**src/hdl/convSubsystem_config.svh**
```systemverilog
`ifndef CONV_SUBSYSTEM_CONFIG_SVH
`define CONV_SUBSYSTEM_CONFIG_SVH

`define PIX_W     8
`define ADDR_W    10
// bit 11 control, bit 10 bank, bits 9..0 index
`define WB_ADR_W  12
`define WB_DAT_W  32
// ram read stage plus two filter stages
`define PIPE_LAT  3

`endif

```
**src/hdl/imgTypes_pkg.sv**
```systemverilog
`include "convSubsystem_config.svh"

package imgTypes_pkg;

    typedef logic [`PIX_W-1:0] pixel_t;

    // room for 4x a full scale pixel
    typedef logic [`PIX_W+1:0] acc_t;

    // current, previous, before previous
    localparam acc_t W0 = acc_t'(1);
    localparam acc_t W1 = acc_t'(2);
    localparam acc_t W2 = acc_t'(1);

    typedef enum logic [1:0] {
        IDLE,
        PROCESS,
        FLUSH,
        DONE
    } seqState_e;

endpackage

```
**src/hdl/busTypes_pkg.sv**
```systemverilog
`include "convSubsystem_config.svh"

package busTypes_pkg;

    typedef struct packed {
        logic [`WB_DAT_W-`PIX_W-1:0] pad;
        imgTypes_pkg::pixel_t        pix;
    } pixelView_t;

    // start on write, busy on read
    typedef struct packed {
        logic                        startBusy;
        logic                        done;
        logic [7:0]                  passCount;
        logic [`WB_DAT_W-`ADDR_W-11:0] pad;
        logic [`ADDR_W-1:0]          length;
    } ctrlView_t;

    typedef union packed {
        pixelView_t pixel;
        ctrlView_t  ctrl;
    } hostWord_u;

    typedef enum logic {
        HOST,
        ENGINE
    } memOwner_e;

endpackage

```
**src/hdl/hostPort.sv**
```systemverilog
`timescale 1ns/100ps
`include "convSubsystem_config.svh"

module hostPort (
    input  logic                 i_CLK,
    input  logic                 i_reset,
    input  logic                 i_wbCyc,
    input  logic                 i_wbStb,
    input  logic                 i_wbWe,
    input  logic [`WB_ADR_W-1:0] i_wbAdr,
    input  logic [`WB_DAT_W-1:0] i_wbDat,
    input  logic                 i_memAck,
    input  imgTypes_pkg::pixel_t i_memRdata,
    input  logic                 i_busy,
    input  logic                 i_done,
    input  logic [7:0]           i_passCount,
    output logic [`WB_DAT_W-1:0] o_wbDat,
    output logic                 o_wbAck,
    output logic                 o_memReq,
    output logic                 o_memWe,
    output logic [`ADDR_W:0]     o_memAddr,
    output imgTypes_pkg::pixel_t o_memWdata,
    output logic                 o_start,
    output logic [`ADDR_W-1:0]   o_length
);

    busTypes_pkg::hostWord_u wbIn;
    busTypes_pkg::hostWord_u wbOut;
    logic                    req;
    logic                    isCtrl;
    logic                    ctrlAck;

    assign wbIn   = i_wbDat;
    assign req    = i_wbCyc & i_wbStb;
    assign isCtrl = i_wbAdr[`WB_ADR_W-1];

    always_ff @(posedge i_CLK) begin
        if (i_reset) begin
            ctrlAck  <= 1'b0;
            o_start  <= 1'b0;
            o_memReq <= 1'b0;
            o_length <= '0;
        end else begin
            ctrlAck <= 1'b0;
            o_start <= 1'b0;
            if (req && isCtrl && !ctrlAck) begin
                ctrlAck <= 1'b1;
                if (i_wbWe && wbIn.ctrl.startBusy) begin
                    o_start  <= 1'b1;
                    o_length <= wbIn.ctrl.length;
                end
            end
            // pixel access held until the arbiter completes it
            if (o_memReq) begin
                if (i_memAck) begin
                    o_memReq <= 1'b0;
                end
            end else if (req && !isCtrl) begin
                o_memReq <= 1'b1;
            end
        end
    end

    always_ff @(posedge i_CLK) begin
        if (!o_memReq) begin
            o_memWe    <= i_wbWe;
            o_memAddr  <= i_wbAdr[`ADDR_W:0];
            o_memWdata <= wbIn.pixel.pix;
        end
    end

    always_comb begin
        wbOut = '0;
        if (isCtrl) begin
            wbOut.ctrl.startBusy = i_busy;
            wbOut.ctrl.done      = i_done;
            wbOut.ctrl.passCount = i_passCount;
            wbOut.ctrl.length    = o_length;
        end else begin
            wbOut.pixel.pix = i_memRdata;
        end
    end

    assign o_wbDat = wbOut;
    assign o_wbAck = ctrlAck | i_memAck;

endmodule

```
**config.mk**
```make
export PLATFORM = sky130hd
export DESIGN_NAME = hostPort
export DESIGN_NICKNAME = d
export VERILOG_FILES = /design/src/hdl/imgTypes_pkg.sv /design/src/hdl/busTypes_pkg.sv /design/src/hdl/hostPort.sv
export VERILOG_INCLUDE_DIRS = /design/src /design/src/hdl
export SDC_FILE = /design/constraint.sdc
export NUM_CORES = 1
export LEC_CHECK = 0
export ABC_AREA = 1
export BUFFER_PORTS_ARGS = -buffer_cell sky130_fd_sc_hd__buf_2
export CAP_MARGIN = 30
export CORE_ASPECT_RATIO = 2
export CORE_MARGIN = 4
export CORE_UTILIZATION = 35
export CTS_BUF_LIST = sky130_fd_sc_hd__clkbuf_8
export CTS_CLUSTER_SIZE = 30
export DETAILED_ROUTE_END_ITERATION = 16
export HOLD_SLACK_MARGIN = 0.02
export PLACE_DENSITY = 0.86
export SLEW_MARGIN = 20
export SYNTH_ARGS = -nofsm -noshare
export SYNTH_HDL_FRONTEND = slang
export SYNTH_SLANG_ARGS = --single-unit
```
**constraint.sdc**
```tcl
create_clock -name i_CLK -period 1.1 [get_ports i_CLK]
set_input_delay 0.055 -clock i_CLK [delete_from_list [all_inputs] [get_ports i_CLK]]
set_output_delay 0.055 -clock i_CLK [all_outputs]
set_load 0.05 [all_outputs]
```
==> summary.md <==
| Metric | Value |
|---|---|
| CP bufs+invs | 2 |
| CORE AREA | 4130 um2 |
| Root buffer cell | clkbuf_8 |
| Reg-to-Reg End | o_length[4] |
| Setup slack, reg-to-reg | 30 ps |
| RSZ-0062 raised after global routing | yes |
| Slowest CP cell | dfxtp_2 |
| R2r worst-path depth | 7 |
| Worst-skew pair later-pin latency | 280 ps |
| Share of layout cells above drive strength 1 | 0.462 |
| # setup viols final | 0 |
| Syn avg cell area | 8.29 um2 |
| CTS Sinks | 33 |
| Data required, critical path | 1280 ps |
| Pre-CTS setup slack | 49.4 ps |
| Worst hold path stage count | 4 |
| Initial core utilization | 0.361 |
| Reg-to-reg critical path startpoint | ctrlAck |
| CP delay by family, top | simple AND/OR/NAND/NOR gates |
| Main area contributors after synthesis | edfxtp_1 (40%), dfxtp_1 (17%), inv_1 (12%), nand2_1 (11%), buf_4 (6.0%) |
| Cell taking the most area after synthesis | edfxtp_1 |
| Area fraction of the dominant cell type after synthesis | 0.403 |
| Die X | 54.2 um |
| Routed vias | 1,545 |
| Num rows | 33 |
| First-pass GRT wire length | 6160 um |
| Total I/O pin count | 133 |
| CTS Buf Count | 5 |
| WS Path Type | reg2reg |
| Sequential area share after synthesis | 0.577 |
| Synth unique cells | 16 |
| Most common cell after layout, fill and taps aside | buf_2 |
| Startpoint Class | flop |
| Final hold violation count | 0 |
| Clk slew on worst S/H paths | 70 ps |
| Worst Hold Class | in2reg |
| Final Critical Period | 1070 ps |
| Initial antenna violation count | 0 |
| Syn. warnings | 0 |
| Tcrit/Tclk final | 0.976 |
| Post-CTS setup buffers | 0 |
| Longest Clk Path Bufs | 2 |
| Post-route ant nets | 0 |
| Maximum vdd drop | 0.000815 V |
| Hold worst-path end | o_memReq |
| Setup crit end kind | flop |
| PD cells | 1250 nW/um2 |
| FF+latch count, synth | 33 |
| Critical path data arrival time | 1250 ps |
| Wire per inst | 12.0 um |
| Final WL | 4380 um |
| Final setup skew | 5.57 ps |
| CP peak stage delay | 340 ps |
| CTS H-tree lvls | 2 |
| Syn-to-layout area delta | 73.1% |
| Detailed router's first-iteration violation count | 19 |
| Port Buffer Count | 99 |
| DR vias/cell | 4.24 |
| Synthesized cell area | 1490 um2 |
| Setup WS post-layout | 26.3 ps |
| CTS tree | done |
| Total Routing Usage GR | 0.155 |
| Fmax achieved | 931 MHz |
| Vias in the first global route | 1,458 |
| DRC viols | 0 |
| Max-cap violation count | 0 |
| Largest net degree at the start of global routing | 23 |
| HP Start | i_memAck |
| CP Max Fanout | 5 |
| Ordered list of cells on the worst path | inv_2 > nand2_2 > nor2_4 > clkbuf_16 > nand3_1 > nand2_1 > nor2_1 |
| DIE AREA | 5430 um2 |
| Nets | 379 |
| WHS | 86.2 ps |
| Drt pass-1 iters | 4 |
| Max Slew Vio Count | 0 |
| Die Y | 100 um |
| Post-synthesis cell count | 180 |
| Final Wtd Congestion | 0.842 |
| Status | completed |
| Leakage power | 1.41 nW |
| Antenna Cells | 0 |
| Most frequent cells in the layout | buf_2 (88), inv_1 (44), nand2_1 (44) |
| HPWL after DPL | 3280 um |
| Gr ovfl total | 0 |
worst max path at each step:
stage | startpoint | to | slack (ps) | depth (start not counted)
global placement | i_wbAdr[11] | o_length[4] | 100 | 8
floorplan | o_memReq | o_memReq | -50 | 3
global route | ctrlAck | o_length[3] | -20 | 7
CTS | ctrlAck | o_wbAck | 5 | 3
finish | ctrlAck | o_length[4] | 30 | 7
detailed placement | i_wbAdr[11] | o_length[4] | 50 | 8
metrics by stage:
stage | std cells | cell area, um2 | TNS [ps] | power (mW) | util
after floorplan | 191 | 1640 | -376 | 2.08 | -
after global placement | 334 | 2200 | 0 | 2.27 | 0.532
after detailed placement | 334 | 2200 | 0 | 2.29 | 0.532
after CTS | 363 | 2520 | 0 | 3.23 | 0.610
after global routing | 364 | 2580 | -81.3 | 3.36 | 0.625
final | 364 | 2580 | 0 | 3.23 | 0.625
sequential cells by signal, indices dropped and copies added, names as in the netlist:
register and count:
o_length 10, o_start 1, ctrlAck 1, o_memReq 1, o_memWdata 8, o_memAddr 11
o_memWe 1
logic make-up (layout without fill, tap and decap cells):
group / Yosys count / count (layout) / synth area share
compound gates: 10 / 10 / 0.0336
buf+inv: 66 / 187 / 0.197
simple gates: 70 / 70 / 0.190
flops: 33 / 33 / 0.577
other cells: 1 / 12 / 0.00251
report_power, final:
part	switching, mW	leakage (nW)	internal (mW)	total, mW
combinational	0.677	1.05	0.277	0.955
sequential	0.0199	0.319	1.38	1.40
clock	0.435	0.0439	0.436	0.871
total	1.13	1.41	2.10	3.23
Yosys cell counts:
master     n
buf_4     12
o21ai_0    9
inv_2      1
dfxtp_1   13
edfxtp_1  20
buf_2      1
conb_1     1
nand2_1   45
clkbuf_1   3
inv_1     48
nand3_1   11
nor3_1     1
a21oi_1    1
nor2_1    11
buf_1      1
nor2_2     2
metal layers:
layer	vias up	routed length [um]	track usage
li1	767	-	-
met3	9	382	0.0357
met4	0	125	0.0825
met2	86	2400	0.288
met1	683	1480	0.143
met5	-	0	0
area by class of cell:
cell class / count / area [um2]
Clock inverter: 3 / 17.5
Multi-Input combinational cell: 92 / 480
Tap cell: 52 / 65.1
Clock buffer: 5 / 68.8
Inverter: 49 / 191
Timing Repair Buffer: 130 / 882
Sequential cell: 33 / 876
Fill cell: 354 / 1550
tightest hold or removal path, cell delays in order:
cell and delay, ps:
buf_2 70, inv_1 40, o21ai_1 110, a21oi_1 50
repair_timing:
item,in CTS,in global routing
pin swaps,0,2
endpoints found under the hold margin,22,0
endpoints found under the setup margin,8,13
gates cloned,0,1
resized for setup,10,14
hold buffers,21,0
Note: power is estimated with default switching activity, not from simulation.
