$ cat src/hdl/convSubsystem_config.svh
`ifndef CONV_SUBSYSTEM_CONFIG_SVH
`define CONV_SUBSYSTEM_CONFIG_SVH

`define PIX_W     8
`define ADDR_W    10
// bit 11 control, bit 10 bank, bits 9..0 index
`define WB_ADR_W  12
`define WB_DAT_W  32
// ram read stage plus two filter stages
`define PIPE_LAT  3

`endif

$ cat src/hdl/imgTypes_pkg.sv
`include "convSubsystem_config.svh"

package imgTypes_pkg;

    typedef logic [`PIX_W-1:0] pixel_t;

    // room for 4x a full scale pixel
    typedef logic [`PIX_W+1:0] acc_t;

    // current, previous, before previous
    localparam acc_t W0 = acc_t'(1);
    localparam acc_t W1 = acc_t'(2);
    localparam acc_t W2 = acc_t'(1);

    typedef enum logic [1:0] {
        IDLE,
        PROCESS,
        FLUSH,
        DONE
    } seqState_e;

endpackage

$ cat src/hdl/smoothPipe.sv
`timescale 1ns/100ps
`include "convSubsystem_config.svh"

module smoothPipe (
    input  logic                 i_CLK,
    input  logic                 i_reset,
    input  logic                 i_first,
    input  logic                 i_inVld,
    input  imgTypes_pkg::pixel_t i_pixel,
    output logic                 o_outVld,
    output imgTypes_pkg::pixel_t o_result
);

    imgTypes_pkg::pixel_t prev1;
    imgTypes_pkg::pixel_t prev2;
    imgTypes_pkg::pixel_t tap1;
    imgTypes_pkg::pixel_t tap2;
    imgTypes_pkg::acc_t   sum;
    logic                 sumVld;

    // samples before index 0 count as zero
    assign tap1 = i_first ? '0 : prev1;
    assign tap2 = i_first ? '0 : prev2;

    always_ff @(posedge i_CLK) begin
        if (i_inVld) begin
            prev1 <= i_pixel;
            prev2 <= tap1;
        end
        sum      <= imgTypes_pkg::W0 * i_pixel + imgTypes_pkg::W1 * tap1
                    + imgTypes_pkg::W2 * tap2;
        // divide by the kernel gain of 4
        o_result <= sum[`PIX_W+1:2];
    end

    always_ff @(posedge i_CLK) begin
        if (i_reset) begin
            sumVld   <= 1'b0;
            o_outVld <= 1'b0;
        end else begin
            sumVld   <= i_inVld;
            o_outVld <= sumVld;
        end
    end

endmodule

$ cat config.mk
export PLATFORM = sky130hd
export DESIGN_NAME = smoothPipe
export DESIGN_NICKNAME = d
export VERILOG_FILES = /design/src/hdl/imgTypes_pkg.sv /design/src/hdl/smoothPipe.sv
export VERILOG_INCLUDE_DIRS = /design/src /design/src/hdl
export SDC_FILE = /design/constraint.sdc
export NUM_CORES = 1
export LEC_CHECK = 0
export ABC_AREA = 1
export BUFFER_PORTS_ARGS = -buffer_cell sky130_fd_sc_hd__buf_4
export CAP_MARGIN = 20
export CORE_MARGIN = 3
export CORE_UTILIZATION = 55
export CTS_CLUSTER_SIZE = 25
export DETAILED_ROUTE_END_ITERATION = 12
export PLACE_DENSITY_LB_ADDON = 0.08
export REMOVE_ABC_BUFFERS = 1
export SETUP_SLACK_MARGIN = 0.05
export SLEW_MARGIN = 10
export SYNTH_ARGS = -nofsm -noshare
export SYNTH_HDL_FRONTEND = slang
export SYNTH_SLANG_ARGS = --single-unit
$ cat constraint.sdc
create_clock -name i_CLK -period 2.85 [get_ports i_CLK]
set_clock_uncertainty 0.05 [all_clocks]
set_input_delay 0.1425 -clock i_CLK [delete_from_list [all_inputs] [get_ports i_CLK]]
set_output_delay 0.1425 -clock i_CLK [all_outputs]
set_load 0.02 [all_outputs]
==> results.toml, run 1 <==
[route]
wl_per_cell_um = 11.13
initialDrtViolationCount = 24
dr.pass1.iters = 4
drc_errors = 0
vias = 916
totalWireLength_mm = 2.249
final_antenna_net_count = 0
vias_per_cell = 4.535

[die]
start_util_pct = 58.48
die_w_um = 57.79
die_area_sq_um = 3340
rows = 18
core-area_sq_um = 2522
chipHeight_um = 57.79
io-pin-count = 21

[pwr]
p_total_uw = 1282
leakagePower_uw = 0.0009269
p_per_area_nw_per_um2 = 699.4
peakVddDrop_uv = 615.5

[final_layout]
fillers = 173
ff_latch_area_sq_um = 840.8
utilization_pct = 72.67
final_cell_area_sq_um = 1833
diodes = 0
layout.nets = 198
drive_above_1_share_pct = 18.60
area_growth_pct = 24.26
multiInputGateArea_sq_um = 513.0

[hold_path]
hp-class = "in2reg"

[logic_synthesis]
synth_cell_types = 18
synth_area_sq_um = 1475
ys_seq_elements = 34
postSynth.asyncResetShare_pct = 0
synth_top_cell_area_share_pct = 32.57
synth.largest_area_cell = "edfxtp_1"
ys.flop_type = "dfxtp_1"
netlist_instances = 137
synth-edff-count = 16
syn_avg_cell_area_sq_um = 10.77
yosysMostFrequentCell = "inv_1"
seq_area_frac_synth_pct = 57.00
yosys-top-cells-area = "edfxtp_1 33%, dfxtp_1 24%, fa_1 11%"
yosysWarnings = 0
synthTopCellsByCount = "27 x inv_1, 23 x nand2_1, 18 x dfxtp_1, 18 x nor2_1, 16 x edfxtp_1"

[status]
status = "finished, final reports clean"

[placed_design]
placedInstanceArea_sq_um = 1647
globalplace.congestion = 0.7717
port-buffer-count = 20
hpwl_mm = 1.665

[timing]
period_share_pct = 77.09
grt_setup_unrepaired = "no"
hold_slack_ns = 0.08405
finalWorstPathRequiredPeriod_ns = 2.197
slew_headroom_pct = 84.47
tns_ns = 0
finalHoldViolations = 0
report.final.slew_viol_count = 0
final-setup-viol-count = 0
clock.fmax_mhz = 455.1
tightest_slew_ns = 0.2321

[clock_tree]
numCtsBuffers = 5
worstSkewPairLatency_ns = 0.34
htreeDepth = 2
cts-root-buf = "clkbuf_4"
clock_path_buffers = 2
cts.clk_slew.worst_paths_ns = 0.11
clock_sink_count = 34
cts_tree = "done"

[global_route]
grt_pass1_wl_mm = 4.057
antenna_found_initial = 0
gr-total-overflow = 0
grt_start_max_net_pins = 18
grt_pass1_vias = 1001
grt_usage_pct = 16.70

[worst_setup_path]
critPathLaunchType = "primary input"
critPathKind = "in2reg"
required_ns = 3.04
crit_arrival_ns = 2.39
end_kind = "flop"
crit_path_max_fanout = 2

[flow_run]
maxCapViolations = 0
-- cell type report --
| cell class | instances | area share, % |
|---|---|---|
| multi-input combinational | 73 | 27.99 |
| inverter | 28 | 5.734 |
| sequential | 34 | 45.87 |
| clock buffer | 7 | 4.778 |
| tap | 30 | 2.048 |
| clock inverter | 1 | 0.4778 |
| timing repair buffer | 29 | 13.11 |
-- worst max-delay path: stages --
cell           delay (ns)
dlygate4sd3_1        0.52
buf_4                0.10
inv_1                0.05
fa_1                 0.61
nor3_1               0.09
fa_1                 0.40
nand3_1              0.10
nand2_1              0.08
nand3_1              0.09
nand2_1              0.08
nand2_1              0.07
nand2_1              0.05
-- path summary, 6_finish.rpt --
kind,from,end,slack (ns),depth (start not counted)
setup / recovery,i_pixel[1],sum[7],0.65,12
hold / removal,i_inVld,sumVld,0.08,3
setup reg to reg,prev1[0],sum[7],0.71,10
hold reg to reg,sum[3],o_result[1],0.29,0
-- sequential cells by signal, indices dropped and copies added, names as in the netlist --
register and flops:
prev2 8, sumVld 1, o_result 8, o_outVld 1, sum 8, prev1 8
-- per-stage QoR --
step	instances	worst slack [ns]
floorplan	135	0.8793
global placement	185	0.7148
detailed placement	185	0.6626
CTS	202	0.6610
global route	202	0.5044
finish	202	0.6529
-- metal layers --
layer / vias up / wire length, um / GRT usage, %
met2: 20 / 1157 / 27.90
met5: - / 0 / 0
met3: 5 / 138 / 8.018
met1: 404 / 922 / 17.79
li1: 487 / - / -
met4: 0 / 30 / 7.616
-- cell usage in the layout (no fill, tap or decap) --
master	count
a21o_1	1
a21oi_1	4
buf_4	20
clkbuf_16	2
clkbuf_4	5
clkinv_4	1
dfxtp_1	18
dlygate4sd3_1	9
edfxtp_1	16
fa_1	8
ha_1	7
inv_1	27
inv_2	1
nand2_1	23
nand2_2	1
nand3_1	5
nand3_2	1
nor2_1	18
nor2_4	1
nor3_1	1
xor2_1	3
-- timing repair --
item / 4_1_cts / 5_1_grt
buffers inserted: 0 / 0
gates resized for setup: 0 / 0
hold endpoints to repair: 10 / 0
hold buffers: 9 / 0
-- report_power, final --
| group | internal [uW] | switching [uW] | leakage, uW | total (uW) |
|---|---|---|---|---|
| combinational | 123 | 162 | 0.000563 | 285 |
| sequential | 602 | 21.6 | 0.000312 | 624 |
| clock | 204 | 169 | 0.0000518 | 373 |
| total | 929 | 353 | 0.000927 | 1280 |
-- cells by family (layout without fill, tap and decap cells) --
family | Yosys count | in the layout | share of synthesized area, %
flops | 34 | 34 | 57.00
xor+xnor | 3 | 3 | 1.781
simple gates | 50 | 50 | 14.33
fa+ha+maj | 15 | 15 | 16.79
buf+inv | 30 | 65 | 8.227
compound gates | 5 | 5 | 1.866
Power figures use the tool's default switching activity.
==> run 2: changes to the inputs <==
- clock period: 2.85 -> 2.1 ns (I/O delays scaled with it)
==> run 2 against run 1 <==
Net effect:
- sequential cell count is the same
- clock-buffer cell count is 1 lower
- register-to-register slack worse by 0.69 ns
==> results.toml, run 2 (synthesis results as in run 1) <==
[route]
final_antenna_net_count = 0
vias_per_cell = 4.728
drc_errors = 0
vias = 974
dr.pass1.iters = 4
initialDrtViolationCount = 31
totalWireLength_mm = 2.642
wl_per_cell_um = 12.83

[timing]
clock.fmax_mhz = 481.8
tightest_slew_ns = 0.2270
report.final.slew_viol_count = 0
slew_headroom_pct = 84.86
final-setup-viol-count = 0
period_share_pct = 98.83
finalHoldViolations = 0
finalWorstPathRequiredPeriod_ns = 2.075
hold_slack_ns = 0.04763
grt_setup_unrepaired = "yes"

[global_route]
grt_usage_pct = 16.67
grt_start_max_net_pins = 18
grt_use_met2_pct = 27.90
grt_pass1_wl_mm = 3.919
met1_usage_pct = 17.58
antenna_found_initial = 0
busiest_layer = "met2"
met3_usage_pct = 6.682
gr-total-overflow = 0
grt_pass1_vias = 938

[worst_setup_path]
crit_buf_inv = 1
cp-startpoint = "prev1[1]"
required_ns = 2.29
end_kind = "flop"
critPathLaunchType = "flop"
max_stage_delay_ns = 0.54
crit_top_cell = "nand2_2"
r2r-start = "prev1[1]"
r2r_cells = 10
worstReg2RegEnd = "sum[7]"
crit_family = "adder cells"
reg2reg_setup_slack_ns = 0.02
crit_path_max_fanout = 2
path_cells = "inv_2 > nor2_4 > fa_1 > fa_2 > nand3_2 > nand2_2 > nand3_2 > nand2_2 > nand2_2 > nand2_1"
critPathKind = "reg2reg"
cp_slowest_cell = "fa_1"
crit_arrival_ns = 2.26

[final_layout]
fillers = 171
drive_above_1_share_pct = 36.93
area_growth_pct = 34.18
diodes = 0
layout.nets = 202
final_cell_mix = "24 x inv_1, 24 x buf_4, 18 x dfxtp_1"
fin_cells = 206
final_cell_area_sq_um = 1979

[clock_tree]
cts.clk_slew.worst_paths_ns = 0.11
numCtsBuffers = 5
clock_path_buffers = 2
cts_tree = "done"
cts-root-buf = "clkbuf_4"
worstSkewPairLatency_ns = 0.34
htreeDepth = 2
clock_sink_count = 34

[hold_path]
whs_path_depth = 3
min_from = "i_inVld"
whs_endpoint = "sumVld"
hp-class = "in2reg"

[status]
status = "finished, final reports clean"

[die]
die_area_sq_um = 3340
rows = 18
core-area_sq_um = 2522
die_w_um = 57.79
chipHeight_um = 57.79
io-pin-count = 21
start_util_pct = 58.48

[placed_design]
place_inst = 187
port-buffer-count = 20
placedInstanceArea_sq_um = 1662
hpwl_mm = 1.642
globalplace.congestion = 0.7270

[pwr]
p_total_uw = 1771
p_per_area_nw_per_um2 = 894.5
leakagePower_uw = 0.0009489
peakVddDrop_uv = 764.7

[flow_run]
maxCapViolations = 0
==> run 2: changes by cell type in the layout (fill, tap and decap cells not counted), moves of 4 or more <==
cell	before	now
nor2_1	18	11
nor2_2	0	6
buf_4	20	24
ha_4	0	4
ha_1	7	2
nand2_2	1	7
nand2_1	23	15
==> run 2: cell type report <==
cell class	count	area, sq um	share of cell area (%)
sequential	34	840.8	42.48
clock inverter	2	12.51	0.6321
tap	30	37.54	1.896
timing repair buffer	33	270.3	13.65
multi-input combinational	73	650.6	32.87
clock buffer	6	62.56	3.161
inverter	28	105.1	5.310
==> run 2: worst min-delay path, stage by stage <==
cell and delay [ns]:
buf_4 0.19, inv_1 0.07, nor2_1 0.04
==> run 2: repair_timing <==
action,4_1_cts,5_1_grt
endpoints found under the setup margin,3,5
hold buffers,9,0
gates resized for setup,5,28
hold endpoints to repair,10,0
setup buffers,0,2
pin swaps,2,14
==> run 2: layer usage <==
metal  share of wire (%)  up-vias
li1                    -      495
met5                   0        -
met1                  39      448
met3                 4.9        7
met2                  53       24
met4                 3.4        0
==> run 2: stage by stage <==
stage / worst slack (ns) / setup TNS, ns / util (%)
final: 0.02453 / 0 / 78.47
after CTS: 0.04471 / 0 / 73.02
after global routing: -0.06591 / -0.1228 / 78.47
after detailed placement: 0.009332 / 0 / 65.87
after global placement: 0.06047 / 0 / 65.87
after floorplan: 0.1293 / 0 / -
==> run 2: worst max-delay path by stage <==
stage          endpoint  slack [ns]  cells past startpoint
2_1_floorplan    sum[9]        0.13                     10
3_3_place_gp     sum[7]        0.06                     12
3_5_place_dp     sum[9]       0.009                     10
4_1_cts          sum[7]        0.04                     10
5_1_grt          sum[7]       -0.07                     10
6_report         sum[7]        0.02                     10
==> run 2: where the power goes <==
part	total, uW	switching (uW)	leakage, uW	internal, uW
logic	490	270	0.000593	220
registers	846	28.4	0.000312	817
clock network	435	231	0.0000443	204
total	1770	529	0.000949	1240
==> run 3: changes to the inputs <==
- clock period: 2.1 -> 2.28 ns (I/O delays scaled with it)
==> run 3 against run 2 <==
Net effect:
- die area stayed put
- sequential cell count stayed put
- critical path depth is 2 higher
- sequential power is 7.9% lower
- worst hold slack better by 0.013 ns
- worst setup slack better by 0.17 ns
- register-to-register slack better by 0.22 ns
- largest cell class unchanged
- cell area is 7.7% lower
==> results.toml, run 3 (synthesis results as in run 1) <==
[final_layout]
final_cell_mix = "27 x inv_1, 23 x nand2_1, 20 x buf_4"
final_common_cell = "inv_1"
fin_cells = 202
final_cell_area_sq_um = 1827
layout.nets = 198
area_growth_pct = 23.83
ff_latch_area_sq_um = 840.8
fillers = 182
drive_above_1_share_pct = 21.51
multiInputGateArea_sq_um = 528.0
diodes = 0

[timing]
grt_setup_unrepaired = "no"
final-setup-viol-count = 0
period_share_pct = 91.47
finalWorstPathRequiredPeriod_ns = 2.086
clock.fmax_mhz = 479.5
report.final.slew_viol_count = 0
finalHoldViolations = 0
tightest_slew_ns = 0.2199
tns_ns = 0
slew_headroom_pct = 85.29

[worst_setup_path]
critPathLaunchType = "primary input"
crit_buf_inv = 3
max_stage_delay_ns = 0.61
path_cells = "dlygate4sd3_1 > buf_4 > inv_1 > fa_2 > nor3_2 > fa_2 > nand3_1 > nand2_1 > nand3_1 > nand2_1 > nand2_1 > nand2_1"
required_ns = 2.47
crit_top_cell = "nand2_1"
crit_family = "adder cells"
cp_slowest_cell = "fa_2"
crit_arrival_ns = 2.28
end_kind = "flop"
critPathKind = "in2reg"
crit_path_max_fanout = 2

[placed_design]
globalplace.congestion = 0.7711
port-buffer-count = 20
place_inst = 185
hpwl_mm = 1.629
placedInstanceArea_sq_um = 1647

[clock_tree]
cts-root-buf = "clkbuf_4"
htreeDepth = 2
worstSkewPairLatency_ns = 0.34
post-cts-setup-buffers = 0
cts_tree = "done"
clock_sink_count = 34
cts.clk_slew.worst_paths_ns = 0.11
clock_path_buffers = 2
numCtsBuffers = 5

[global_route]
grt_pass1_wl_mm = 3.953
grt_pass1_vias = 975
gr-total-overflow = 0
grt_usage_pct = 16.18
grt_start_max_net_pins = 18
antenna_found_initial = 0

[die]
core-area_sq_um = 2522
die_w_um = 57.79
chipHeight_um = 57.79
die_area_sq_um = 3340
rows = 18
start_util_pct = 58.48
io-pin-count = 21

[route]
dr.pass1.iters = 6
initialDrtViolationCount = 20
drc_errors = 0
vias = 948
totalWireLength_mm = 2.265
final_antenna_net_count = 0
wl_per_cell_um = 11.21
vias_per_cell = 4.693

[pwr]
p_total_uw = 1538
p_per_area_nw_per_um2 = 841.7
peakVddDrop_uv = 768.1
leakagePower_uw = 0.0009186

[status]
status = "finished, final reports clean"

[hold_path]
hp-class = "in2reg"

[flow_run]
maxCapViolations = 0
run 3: changes by cell type in the layout (fill, tap and decap cells not counted), sizes merged:
cell	delta
buf	-4
run 3: worst reg2reg max path, stage by stage, from the launching register on:
cell and delay [ns]:
edfxtp_1 0.39, inv_1 0.07, nor2_2 0.05, fa_1 0.54
fa_2 0.39, nand3_1 0.09, nand2_1 0.08, nand3_1 0.09
nand2_1 0.08, nand2_1 0.07, nand2_1 0.05
run 3: cell type report:
type | instances | share of cell area (%)
clock buffers | 6 | 3.425
clock inverters | 2 | 0.6849
inverters | 28 | 5.753
multi-input cells | 73 | 28.90
flip-flops and latches | 34 | 46.03
well taps | 30 | 2.055
repair buffers | 29 | 13.15
run 3: report_power, final:
part	switching, uW	internal [uW]
sequential	26.3	753
clock	210	188
combinational	205	155
run 3: through the flow:
step	setup WS, ns	utilization, %	hold slack [ns]
2_1_floorplan	0.3093	-	0.1352
3_3_place_gp	0.1725	65.28	0.2305
3_5_place_dp	0.1198	65.28	0.2361
4_1_cts	0.1314	71.83	0.04357
5_1_grt	0.05325	72.42	0.06358
6_report	0.1945	72.42	0.06096
run 3: what timing repair did:
action / in CTS / in global routing
resized for setup: 0 / 5
hold buffers: 9 / 0
endpoints found under the setup margin: 0 / 2
hold endpoints to repair: 10 / 0
run 3: final timing paths:
path | slack, ns | to | startpoint | cells after the start
worst max-delay path | 0.19 | sum[7] | i_pixel[1] | 12
worst min-delay path | 0.06 | sumVld | i_inVld | 3
worst max register to register | 0.24 | sum[7] | prev1[1] | 10
worst min register to register | 0.29 | o_result[1] | sum[3] | 0
run 3: layer usage:
layer,global-route usage [%],part of all wire [%],vias to the layer above
met2,28.23,52,21
li1,-,-,489
met4,7.947,2.5,0
met1,17.50,40,431
met3,5.345,5.7,7
met5,0,0,-
