**config.mk**
```make
export PLATFORM = sky130hd
export DESIGN_NAME = frameSequencer
export DESIGN_NICKNAME = d
export VERILOG_FILES = /design/src/hdl/imgTypes_pkg.sv /design/src/hdl/frameSequencer.sv
export VERILOG_INCLUDE_DIRS = /design/src /design/src/hdl
export SDC_FILE = /design/constraint.sdc
export NUM_CORES = 1
export LEC_CHECK = 0
export BUFFER_PORTS_ARGS = -buffer_cell sky130_fd_sc_hd__buf_2
export CORE_ASPECT_RATIO = 0.75
export CORE_MARGIN = 8
export CORE_UTILIZATION = 54
export DETAILED_ROUTE_END_ITERATION = 12
export GPL_ROUTABILITY_DRIVEN = 0
export HOLD_SLACK_MARGIN = 0.02
export PLACE_DENSITY = 0.85
export SYNTH_ARGS = -nofsm -noshare
export SYNTH_HDL_FRONTEND = slang
export SYNTH_SLANG_ARGS = --single-unit
```
**constraint.sdc**
```tcl
create_clock -name i_CLK -period 2.25 [get_ports i_CLK]
set_input_delay 0.225 -clock i_CLK [delete_from_list [all_inputs] [get_ports i_CLK]]
set_output_delay 0.225 -clock i_CLK [all_outputs]
set_load 0.1 [all_outputs]
```
**src/hdl/convSubsystem_config.svh**
```systemverilog
`ifndef CONV_SUBSYSTEM_CONFIG_SVH
`define CONV_SUBSYSTEM_CONFIG_SVH

`define PIX_W     8
`define ADDR_W    10
// bit 11 control, bit 10 bank, bits 9..0 index
`define WB_ADR_W  12
`define WB_DAT_W  32
// ram read stage plus two filter stages
`define PIPE_LAT  3

`endif

```
**src/hdl/imgTypes_pkg.sv**
```systemverilog
`include "convSubsystem_config.svh"

package imgTypes_pkg;

    typedef logic [`PIX_W-1:0] pixel_t;

    // room for 4x a full scale pixel
    typedef logic [`PIX_W+1:0] acc_t;

    // current, previous, before previous
    localparam acc_t W0 = acc_t'(1);
    localparam acc_t W1 = acc_t'(2);
    localparam acc_t W2 = acc_t'(1);

    typedef enum logic [1:0] {
        IDLE,
        PROCESS,
        FLUSH,
        DONE
    } seqState_e;

endpackage

```
**src/hdl/frameSequencer.sv**
```systemverilog
`timescale 1ns/100ps
`include "convSubsystem_config.svh"

module frameSequencer (
    input  logic               i_CLK,
    input  logic               i_reset,
    input  logic               i_start,
    input  logic [`ADDR_W-1:0] i_length,
    output logic               o_rdEn,
    output logic [`ADDR_W-1:0] o_rdAddr,
    output logic [`ADDR_W-1:0] o_wrAddr,
    output logic               o_busy,
    output logic               o_done,
    output logic [7:0]         o_passCount
);

    localparam int FLUSH_W = $clog2(`PIPE_LAT + 1);

    imgTypes_pkg::seqState_e state;
    logic [`ADDR_W-1:0]      lastAddr;
    logic [FLUSH_W-1:0]      flushCnt;
    logic [`ADDR_W-1:0]      addrPipe [`PIPE_LAT];

    always_ff @(posedge i_CLK) begin
        if (i_reset) begin
            state       <= imgTypes_pkg::IDLE;
            o_rdAddr    <= '0;
            lastAddr    <= '0;
            flushCnt    <= '0;
            o_done      <= 1'b0;
            o_passCount <= '0;
        end else begin
            case (state)
                imgTypes_pkg::IDLE, imgTypes_pkg::DONE: begin
                    // a new pass also clears done
                    if (i_start) begin
                        o_rdAddr <= '0;
                        lastAddr <= i_length - 1'b1;
                        flushCnt <= '0;
                        o_done   <= 1'b0;
                        if (i_length == '0) begin
                            state <= imgTypes_pkg::FLUSH;
                        end else begin
                            state <= imgTypes_pkg::PROCESS;
                        end
                    end
                end
                imgTypes_pkg::PROCESS: begin
                    if (o_rdAddr == lastAddr) begin
                        state <= imgTypes_pkg::FLUSH;
                    end else begin
                        o_rdAddr <= o_rdAddr + 1'b1;
                    end
                end
                imgTypes_pkg::FLUSH: begin
                    // write side catches up, plus one guard cycle
                    if (flushCnt == FLUSH_W'(`PIPE_LAT)) begin
                        state       <= imgTypes_pkg::DONE;
                        o_done      <= 1'b1;
                        o_passCount <= o_passCount + 1'b1;
                    end else begin
                        flushCnt <= flushCnt + 1'b1;
                    end
                end
                default: begin
                    state <= imgTypes_pkg::IDLE;
                end
            endcase
        end
    end

    // lagged copy of the read address
    always_ff @(posedge i_CLK) begin
        addrPipe[0] <= o_rdAddr;
        for (int k = 1; k < `PIPE_LAT; k++) begin
            addrPipe[k] <= addrPipe[k-1];
        end
    end

    assign o_rdEn   = (state == imgTypes_pkg::PROCESS);
    assign o_busy   = (state == imgTypes_pkg::PROCESS) || (state == imgTypes_pkg::FLUSH);
    assign o_wrAddr = addrPipe[`PIPE_LAT-1];

endmodule

```
==> run summary, run 1 <==
The violation count after the first detailed-routing iteration came out at 123. The critical path startpoint is state[0]. The remaining design rule violation count came out at 0. The sort of element at the end of the critical path is an output pin.

The later-pin clock latency in the skew report is around 330 ps. The run finished with clean final reports. Detailed routing inserted a total of 1876 vias. The proportion of synthesized chip area in sequential cells is 51.5%. The slew of the pin with the lowest slew margin came out at 512 ps.

The number of setup buffers added after CTS came out at 0. The post-synthesis instance total is about 260. The tree built by TritonCTS fans out to 63 sinks. Measured along the x axis, the die boundary spans between 90 and 100 um. The number of antenna violations at the first check in global routing came out at 0. The hold buffer count at CTS is 0. In the final routed layout, each cell accounts on average for around 14 um. The estimated wirelength of the detail-placed design is 3620 um.

The maximum buffer depth of the clock tree came out at 2. Across the whole layout, storage elements account for 1270 um2. The ratio of routed vias to standard cells is 5.24. The H-tree level count came out at 3. TritonCTS built the clock tree. Entering global routing, the biggest net connects 29 pins. The count of inserted antenna diode cells is 0. The total of max-cap violations is 0. The worst setup path is launched from a register.

In this run the critical register-to-register path is launched from o_rdAddr[6]. Counting I/O delays and the setup requirement, the final critical path takes around 1900 ps. The global routing usage summed across all routing layers came out at between 10% and 20%.

Setup repair after global routing left no endpoint under its margin. The aggregate routed wire length came out at between 4000 and 5000 um. In this run the most critical hold path is launched from i_length[0]. Derived from the worst setup path, the maximum achievable clock frequency is 526 MHz. The number of buffers created by CTS came out at 9. The number of hold-slack violations in the final timing report is 0. The number of setup violations in the final report is 0. After the last flow step, the layout net total stands at 315. The final antenna-violating net count came out at 0. The mean area per synthesized cell came out at 9.60 um2. Measured along the y axis, the die boundary spans 74.3 um. The post-synthesis sequential element count is 63. The first global-routing pass estimated roughly 8400 um of wire. The leakage power of the design is 0.00129 uW. Of the available clock period, the critical path in the final layout requires 84.4%. The count of unique library cells instantiated by Yosys is 42. The number of nets in the synthesized netlist is 274. The tree is rooted in a clkbuf_8. The count of standard-cell rows came out at 21.

Clock-pin slew was measured on the worst setup and hold paths at ~60 ps. The placement-stage worst setup slack is roughly 470 ps. The Yosys step of the flow raised 0 warnings. The share of layout cells above drive strength 1 is 26.2%. Relative to the synthesized area, the layout overhead comes to 19.7%. The area of the placeable core came out at around 4400 um2. The min-delay analysis places its worst path in the category primary input to register. The post-layout worst setup margin came out at between 300 and 400 ps.

The peak supply drop came out at 0.00119 V. The worst path arrival time is 1670 ps. For the worst setup path, the data required time is approximately 2000 ps. The fill cell total of the finished layout is 363. The final worst clock skew is roughly 8.3 ps. The path type of the worst setup path is register to output pin. The mapped netlist covers about 2400 um2. The post-cts repair resize count is 0. The ratio of total power to cell area came out at 1230 nW/um2.

The multi-input logic area came out at 1050 um2. The top-level port count came out at 44. The remaining max-slew budget at the tightest pin came out at 65.5%. The via count of the first global-routing pass came out at 1815. In this run the worst path has a maximum fanout of 5. The die area came out at 6960 um2. The number of max-slew violations in the final report is 0. The initial core utilization is 55.4%. The number of search-and-repair iterations in the first detailed-routing pass came out at 5. Buffers placed on the I/O ports in this run total 43. After global routing the overflow that remains totals 0. The accumulated negative setup slack came out at 0 ps.
## layer usage
metal	routed length, um	vias up	track usage [%]
met5	0	-	0
met4	98	0	7.18
met3	373	13	7.36
met2	2220	68	23.2
met1	2270	836	18.2
li1	-	959	-
## critical path: stages (launching register included)
cell	delay (ps)
dfxtp_1	340
inv_1	60
ha_1	380
clkinvlp_4	140
buf_2	430
## cell usage after synthesis, drive strengths merged
library cell,count,share of area (%)
clkbuf,4,0.61
a22o,1,0.36
o21a,2,0.61
a22oi,2,0.61
a21o,1,0.31
and2,4,1.0
a31oi,4,1.0
buf,12,3.4
dfxtp,63,52
xor2,16,5.7
o2bb2ai,2,0.72
o31ai,1,0.31
o211ai,1,0.31
nand2b,4,1.0
mux2i,2,0.82
ha,6,3.1
and3,5,1.5
nand2,16,2.6
o21ai,10,2.2
a211oi,8,2.5
and4,1,0.41
inv,11,1.7
nor2,29,4.4
o32ai,1,0.36
or3,6,1.5
a21oi,12,2.5
mux2,1,0.46
xnor2,5,1.8
or4,2,0.61
nand4,5,1.3
nor4,3,0.77
nand3,6,1.4
a311oi,1,0.36
nor3,6,1.2
o41ai,2,1.0
## cells in the final DEF (no fill, tap or decap), types with 2 or more instances in the layout
| master | n |
|---|---|
| nor2_1 | 29 |
| a211oi_1 | 8 |
| nor3_1 | 6 |
| a21oi_1 | 12 |
| buf_4 | 3 |
| xnor2_1 | 5 |
| a22oi_1 | 2 |
| and3_1 | 3 |
| nand4_1 | 5 |
| nand2_1 | 15 |
| clkbuf_8 | 11 |
| dfxtp_2 | 7 |
| o2bb2ai_1 | 2 |
| mux2i_1 | 2 |
| xor2_1 | 16 |
| nor4_1 | 3 |
| nand2b_1 | 4 |
| or3_1 | 6 |
| o21ai_0 | 9 |
| and2_1 | 4 |
| nand3_1 | 5 |
| or4_1 | 2 |
| bufinv_16 | 3 |
| ha_1 | 5 |
| a31oi_1 | 4 |
| o21a_1 | 2 |
| dfxtp_1 | 56 |
| buf_2 | 43 |
| inv_1 | 10 |
## report_power, final
part           switching (uW)  internal (uW)  total [uW]
clock network             412            796        1210
logic                     765            326        1090
registers                73.8           1220        1290
## state kept, by name, summed over array words and instances, names as in the netlist
| register | cells |
|---|---|
| state | 2 |
| addrPipe | 30 |
| lastAddr | 10 |
| o_rdAddr | 10 |
| o_passCount | 8 |
| flushCnt | 2 |
| o_done | 1 |
## final cells by class
cell class / count / area share (%)
repair buffers: 46 / 8.12
clock inverters: 5 / 3.55
multi-input cells: 165 / 35.8
flip-flops and latches: 63 / 43.4
well taps: 57 / 2.43
inverters: 11 / 1.54
clock buffers: 11 / 5.17
## cells by family (layout without fill, tap and decap cells)
kind of cell	count (synthesis)	count (layout)	synth area share, %
AND/OR/NAND/NOR	87	87	17.8
flip-flops	63	63	51.5
AO/OA/AOI/OAI	48	48	13.1
buffers and inverters	27	73	5.67
XOR/XNOR	21	21	7.52
adder cells (fa/ha/maj)	6	6	3.07
multiplexers	3	3	1.28
## per-stage QoR
| step | instances | utilization [%] | area [um2] | hold slack, ps | power [uW] |
|---|---|---|---|---|---|
| 6_report | 358 | 66.4 | 2930 | 117 | 3590 |
| 5_1_grt | 358 | 66.4 | 2930 | 118 | 3770 |
| 4_1_cts | 358 | 66.4 | 2930 | 102 | 3600 |
| 3_5_place_dp | 342 | 60.6 | 2670 | 312 | 2390 |
| 3_3_place_gp | 342 | 60.6 | 2670 | 310 | 2360 |
| 2_1_floorplan | 255 | - | 2460 | 310 | 2170 |
## worst paths after layout
kind,to,slack (ps),depth (start not counted)
worst max-delay path,o_busy,350,4
worst min-delay path,lastAddr[0],120,2
worst max register to register,state[0],450,6
worst min register to register,addrPipe[0][25],320,0
(Power assumes the default switching activity.)
==> inputs of run 2 (changes only) <==
--- a/config.mk
+++ b/config.mk
@@ -9,11 +9,11 @@
 export BUFFER_PORTS_ARGS = -buffer_cell sky130_fd_sc_hd__buf_2
 export CORE_ASPECT_RATIO = 0.75
 export CORE_MARGIN = 8
-export CORE_UTILIZATION = 54
+export CORE_UTILIZATION = 49
 export DETAILED_ROUTE_END_ITERATION = 12
 export GPL_ROUTABILITY_DRIVEN = 0
 export HOLD_SLACK_MARGIN = 0.02
-export PLACE_DENSITY = 0.85
+export PLACE_DENSITY = 0.81
 export SYNTH_ARGS = -nofsm -noshare
 export SYNTH_HDL_FRONTEND = slang
 export SYNTH_SLANG_ARGS = --single-unit
==> constraint.sdc (replaced) <==
create_clock -name i_CLK -period 1.6 [get_ports i_CLK]
set_input_delay 0.16 -clock i_CLK [delete_from_list [all_inputs] [get_ports i_CLK]]
set_output_delay 0.16 -clock i_CLK [all_outputs]
set_load 0.1 [all_outputs]
==> run summary, run 2 (synthesis results as in run 1) <==
Hold repair after CTS inserted 0 buffers. The leading cell type in the layout, fill and taps excluded is buf_2. The leakage power of the design came out at 0.00146 uW.

The final antenna-violating net count came out at 0. The worst setup path is launched from a register. Summed over all failing endpoints, the final setup total negative slack is -753 ps. The largest registers in the layout are addrPipe: 30 flops, lastAddr: 10 flops, o_rdAddr: 10 flops. The maximum buffer depth of the clock tree came out at 2. The top-level port count came out at 44. The peak supply drop came out at roughly 0.0019 V. Detailed placement finished with a half-perimeter wire length of 4100 um. The total design power came out at around 5700 uW. The ratio of final minimum period to clock period came out at 108%. The remaining max-slew budget at the tightest pin came out at between 60% and 70%. The first global-routing pass estimated 10100 um of wire. The number of vias in the routed layout came out at ~2100. STA classifies the critical path endpoint as a register. The average wire per cell in the routed design is 17.1 um. The number of search-and-repair iterations in the first detailed-routing pass came out at 4.

The checks that failed: negative setup slack. The remaining design rule violation count came out at 0. The ratio of routed vias to standard cells is 5.48. The slew of the pin with the lowest slew margin is 496 ps. TritonCTS built the clock tree. The ratio of total power to cell area came out at 1670 nW/um2. The largest net degree at the start of global routing came out at 21. The register with the most flip-flops in the layout has 30 of them. During placement, the flow inserted port buffers numbering 43. The total of max-cap violations came out at 0. In the layout the commonest cells are buf_2 (41), dfxtp_1 (36), nor2_1 (28).

The area growth from synthesis to layout is 38.7%. The worst path arrival time came out at 1970 ps. The number of hold-slack violations in the final timing report came out at 0. The later-pin clock latency in the skew report came out at approximately 350 ps. Of the cells placed in the final design, the portion with a size suffix greater than 1 is 46.3%. The die covers around 7500 um2. For the finished layout, the period the worst path requires is 1730 ps. The maximum fanout count along the critical path came out at 6. The overflow left after global routing came out at 0. The aggregate routed wire length is 6620 um. The number of antenna violations at the first check in global routing came out at 0.

The repair_antennas step left the layout with diodes totalling 0. The number of max-slew violations in the final report is 0. The achievable clock frequency is 578 MHz. The initial core utilization came out at 50.5%. CTS built an H-tree with a depth of 3. The clock arrives with 15.0 ps of skew.

The final layout contains 342 nets. The register ranked first by flip-flop count is addrPipe. The die height came out at 77.2 um. The setup path with the least slack is of type register to register. The area of the placeable core came out at 4840 um2. The clock slew at the register clock pins of the worst setup and hold paths came out at roughly 90 ps. The multi-input logic area came out at approximately 1300 um2.

The worst hold path belongs to the class primary input to register. The floorplan die width is 97.6 um. Setup repair after global routing could not meet its margin everywhere. The clock sink total is 63. Summing all flip-flop and latch instances after layout gives 1320 um2. The final cell utilization of the core is 70.1%. The global routing usage summed across all routing layers is 16.4%. The count of standard-cell rows came out at 22.

Setup violations remaining at the end of the flow were counted as 13. The number of buffers created by CTS came out at 9. The tree is rooted in a clkbuf_8. The post-layout worst setup margin is -131 ps. The worst path required time came out at between 1500 and 2000 ps. The filler cells instantiated in the layout total about 350. The placed standard-cell area is roughly 3000 um2.

The cell area after layout is 3390 um2. The via count of the first global-routing pass is about 2100. The flow ran to the end, but the final reports show violations. The violation count after the first detailed-routing iteration is 147.
==> run 2: what timing repair did <==
action / 4_1_cts / 5_1_grt
buffers inserted: 5 / 0
pin swaps: 8 / 11
gates resized for setup: 22 / 21
endpoints found under the setup margin: 10 / 21
==> run 2: layer usage <==
metal,vias up,routed length (um),track usage [%]
li1,1006,-,-
met3,16,457,6.09
met5,-,0,0
met4,0,121,7.69
met1,1012,2880,19.0
met2,91,3160,26.2
==> run 2: layout make-up <==
type	count	share of cell area [%]
repair buffers	73	14.4
well taps	60	2.21
inverters	11	1.33
multi-input cells	165	37.3
clock buffers	11	4.79
clock inverters	5	0.995
flip-flops and latches	63	39.0
==> run 2: through the flow <==
stage	worst slack, ps	std cells	hold WS (ps)
6_report	-131	388	43.2
5_1_grt	-173	388	34.3
4_1_cts	-43.6	388	37.6
3_5_place_dp	-87.6	367	312
3_3_place_gp	-24.5	367	310
2_1_floorplan	-355	255	256
==> run 2: where the power goes <==
part / switching, uW / total [uW] / internal (uW)
sequential: 133 / 1850 / 1720
clock: 659 / 1370 / 708
combinational: 1420 / 2440 / 1020
==> run 2: path summary, 6_finish.rpt <==
path	cells after the start	slack [ps]	to	start
worst max-delay path	7	-130	o_rdAddr[2]	state[0]
worst min-delay path	2	40	lastAddr[0]	i_length[0]
worst max register to register	7	-130	o_rdAddr[2]	state[0]
worst min register to register	0	330	addrPipe[0][12]	addrPipe[0][2]
==> run 2: critical path, stage by stage, from the launching register on <==
cell	delay [ps]
dfxtp_2	350
buf_4	120
ha_4	180
inv_1	70
nor2_1	230
nand2_1	190
or3_1	350
o21ai_1	130
==> inputs of run 3 (changes only) <==
--- a/config.mk
+++ b/config.mk
@@ -8,12 +8,11 @@
 export LEC_CHECK = 0
 export BUFFER_PORTS_ARGS = -buffer_cell sky130_fd_sc_hd__buf_2
 export CORE_ASPECT_RATIO = 0.75
-export CORE_MARGIN = 8
 export CORE_UTILIZATION = 49
 export DETAILED_ROUTE_END_ITERATION = 12
 export GPL_ROUTABILITY_DRIVEN = 0
-export HOLD_SLACK_MARGIN = 0.02
 export PLACE_DENSITY = 0.81
+export REMOVE_ABC_BUFFERS = 1
 export SYNTH_ARGS = -nofsm -noshare
 export SYNTH_HDL_FRONTEND = slang
 export SYNTH_SLANG_ARGS = --single-unit
==> run summary, run 3 (synthesis results as in run 1) <==
The later-pin clock latency in the skew report is 350 ps. After detailed routing, the total wire length is around 5800 um. The sort of element at the end of the critical path is a register. The count of standard-cell rows is 21. The top-level port count came out at 44. The first global-routing pass estimated ~9000 um of wire. The multi-input logic area came out at ~1300 um2. The maximum fanout count along the critical path came out at 6. In the final layout, the registers with the most flip-flops are addrPipe: 30 flops, lastAddr: 10 flops, o_rdAddr: 10 flops. The clock sink total is 63. The number of max-slew violations in the final report came to 0.

The peak supply drop is 0.00178 V. The post-layout worst setup margin came out at -112 ps. The slew of the pin with the lowest slew margin came out at between 400 and 500 ps. The share of layout cells above drive strength 1 came out at 44.5%. The final critical path takes up 107% of the cycle. The number of buffers created by CTS came out at 9. The leakage power of the design came out at approximately 0.0015 uW. Leaving out fill and tap cells, the most frequent cell in the layout is dfxtp_1.

The register ranked first by flip-flop count is addrPipe. The flip-flop count of the largest register after layout came out at 30. In the final layout, flip-flops and latches occupy between 1000 and 1500 um2.

After clock tree synthesis, the clock-pin slew on the worst setup and hold paths is 70 ps. The uppermost layer routed is met4. The count of inserted antenna diode cells came out at 0. Setup violations remaining at the end of the flow were counted as 10. The routed design uses 455 um of met3 wire. The number of antenna violations at the first check in global routing is 0. The number of placed instances, taps included, is 368. The ratio of total power to cell area is around 1700 nW/um2.

The number of hold-slack violations in the final timing report came out at 0. The global routing usage summed across all routing layers came out at 22.5%. For this run, design rule violations remaining after detail routing come to 0. The fill cell total of the finished layout came out at 339. The wire length on met1 is 2430 um. The achievable clock frequency came out at roughly 580 MHz. The via count of the first global-routing pass came to slightly above 2000. The first routing iteration left around 160 violations. The worst path required time is ~1800 ps.

The remaining max-slew budget at the tightest pin came out at 67.0%. The area of the placeable core came out at around 4600 um2. The final worst clock skew is 5.02 ps.

The die height came out at 63.2 um. The synthesis-to-layout area growth came out at 38.1%. The floorplan die width came out at roughly 84 um. The clock passes through at most 2 buffers. The final period demand of the worst path is 1710 ps.

The H-tree generated during clock tree synthesis spans 3 levels. The initial core utilization came out at a little over half. The path class of the tightest hold or removal check is primary input to register. The ratio of routed vias to standard cells is 5.43. The tree is rooted in a clkbuf_8. The critical path is of the register to register type.

The run finished, with violations left. In this run the remaining antenna-violating nets after routing total 0. The final reports fail on negative setup slack. The estimated wirelength of the detail-placed design is 3780 um. In the layout the commonest cells are dfxtp_1 (46), buf_2 (41), buf_4 (29). The final cell utilization of the core is 73.1%. Data arrives at the worst endpoint at 1950 ps.

The net count of the finished layout is 344. The die area is 5280 um2. Max-cap violations in this run came to 0. The number of standard cells in the layout, taps in and fillers out is 387. The first detailed-routing pass ran for 5 iterations. The port buffer count is 43. The length of routed met2 wiring came out at 2800 um.

The average wire per cell in the routed design came out at 15.0 um. The largest net degree at the start of global routing came out at 24. The number of vias in the routed layout came out at 2102.

The CTS tree is done. The overflow left after global routing is 0. STA classifies the critical path startpoint as a register. Setup repair after global routing could not meet its margin everywhere.
## run 3: cell count changes in the layout (fill, tap and decap cells not counted), moves of 3 or more
cell	change
inv_4	-3
dfxtp_1	+10
buf_4	+4
dfxtp_4	-11
## run 3: stage by stage
stage               TNS [ps]  total power, uW  instance area, um2  worst slack (ps)  hold slack [ps]
CTS                     -255             5500                3260             -77.9             7.45
global route           -1500             6140                3380              -170             16.4
finish                  -632             5850                3380              -112             21.5
floorplan              -9820             2990                2350              -717              229
detailed placement     -1530             3710                2880              -178              312
global placement        -706             3670                2880             -99.5              310
## run 3: final cells by class
cell class	instances	area share (%)
clock buffer	9	3.66
clock inverter	7	3.11
inverter	11	1.30
multi-input combinational	165	37.2
sequential	63	37.9
tap	57	2.11
timing repair buffer	75	14.7
## run 3: layer usage
metal / track usage (%) / up-vias
li1: - / 1015
met1: 25.6 / 977
met2: 37.6 / 91
met3: 9.17 / 19
met4: 9.53 / 0
met5: 0 / -
## run 3: timing repair
item | in CTS | in global routing
gates cloned | 0 | 0
setup buffers | 3 | 1
gates resized for setup | 33 | 28
pin swaps | 14 | 7
hold buffers | 0 | 0
setup endpoints to repair | 13 | 18
## run 3: path summary, 6_finish.rpt
| kind | slack, ps | start | end | cells past startpoint |
|---|---|---|---|---|
| worst max register to register | -110 | o_rdAddr[4] | o_rdAddr[9] | 6 |
| worst min register to register | 320 | addrPipe[0][14] | addrPipe[0][24] | 0 |
| worst min-delay path | 20 | i_length[0] | lastAddr[0] | 2 |
| worst max-delay path | -110 | o_rdAddr[4] | o_rdAddr[9] | 6 |
## run 3: report_power, final
part           internal (uW)  leakage [uW]  total [uW]  switching (uW)
Sequential              1720      0.000518        1850             122
Clock                    897      0.000112        1560             659
Combinational           1040      0.000850        2450            1410
Total                   3660       0.00148        5850            2200
## run 3: worst max-delay path, stage by stage (launching register included)
cell	delay [ps]
dfxtp_2	340
xor2_2	180
nor4_4	430
nand3_4	220
buf_6	180
a31oi_1	160
o2bb2ai_1	90
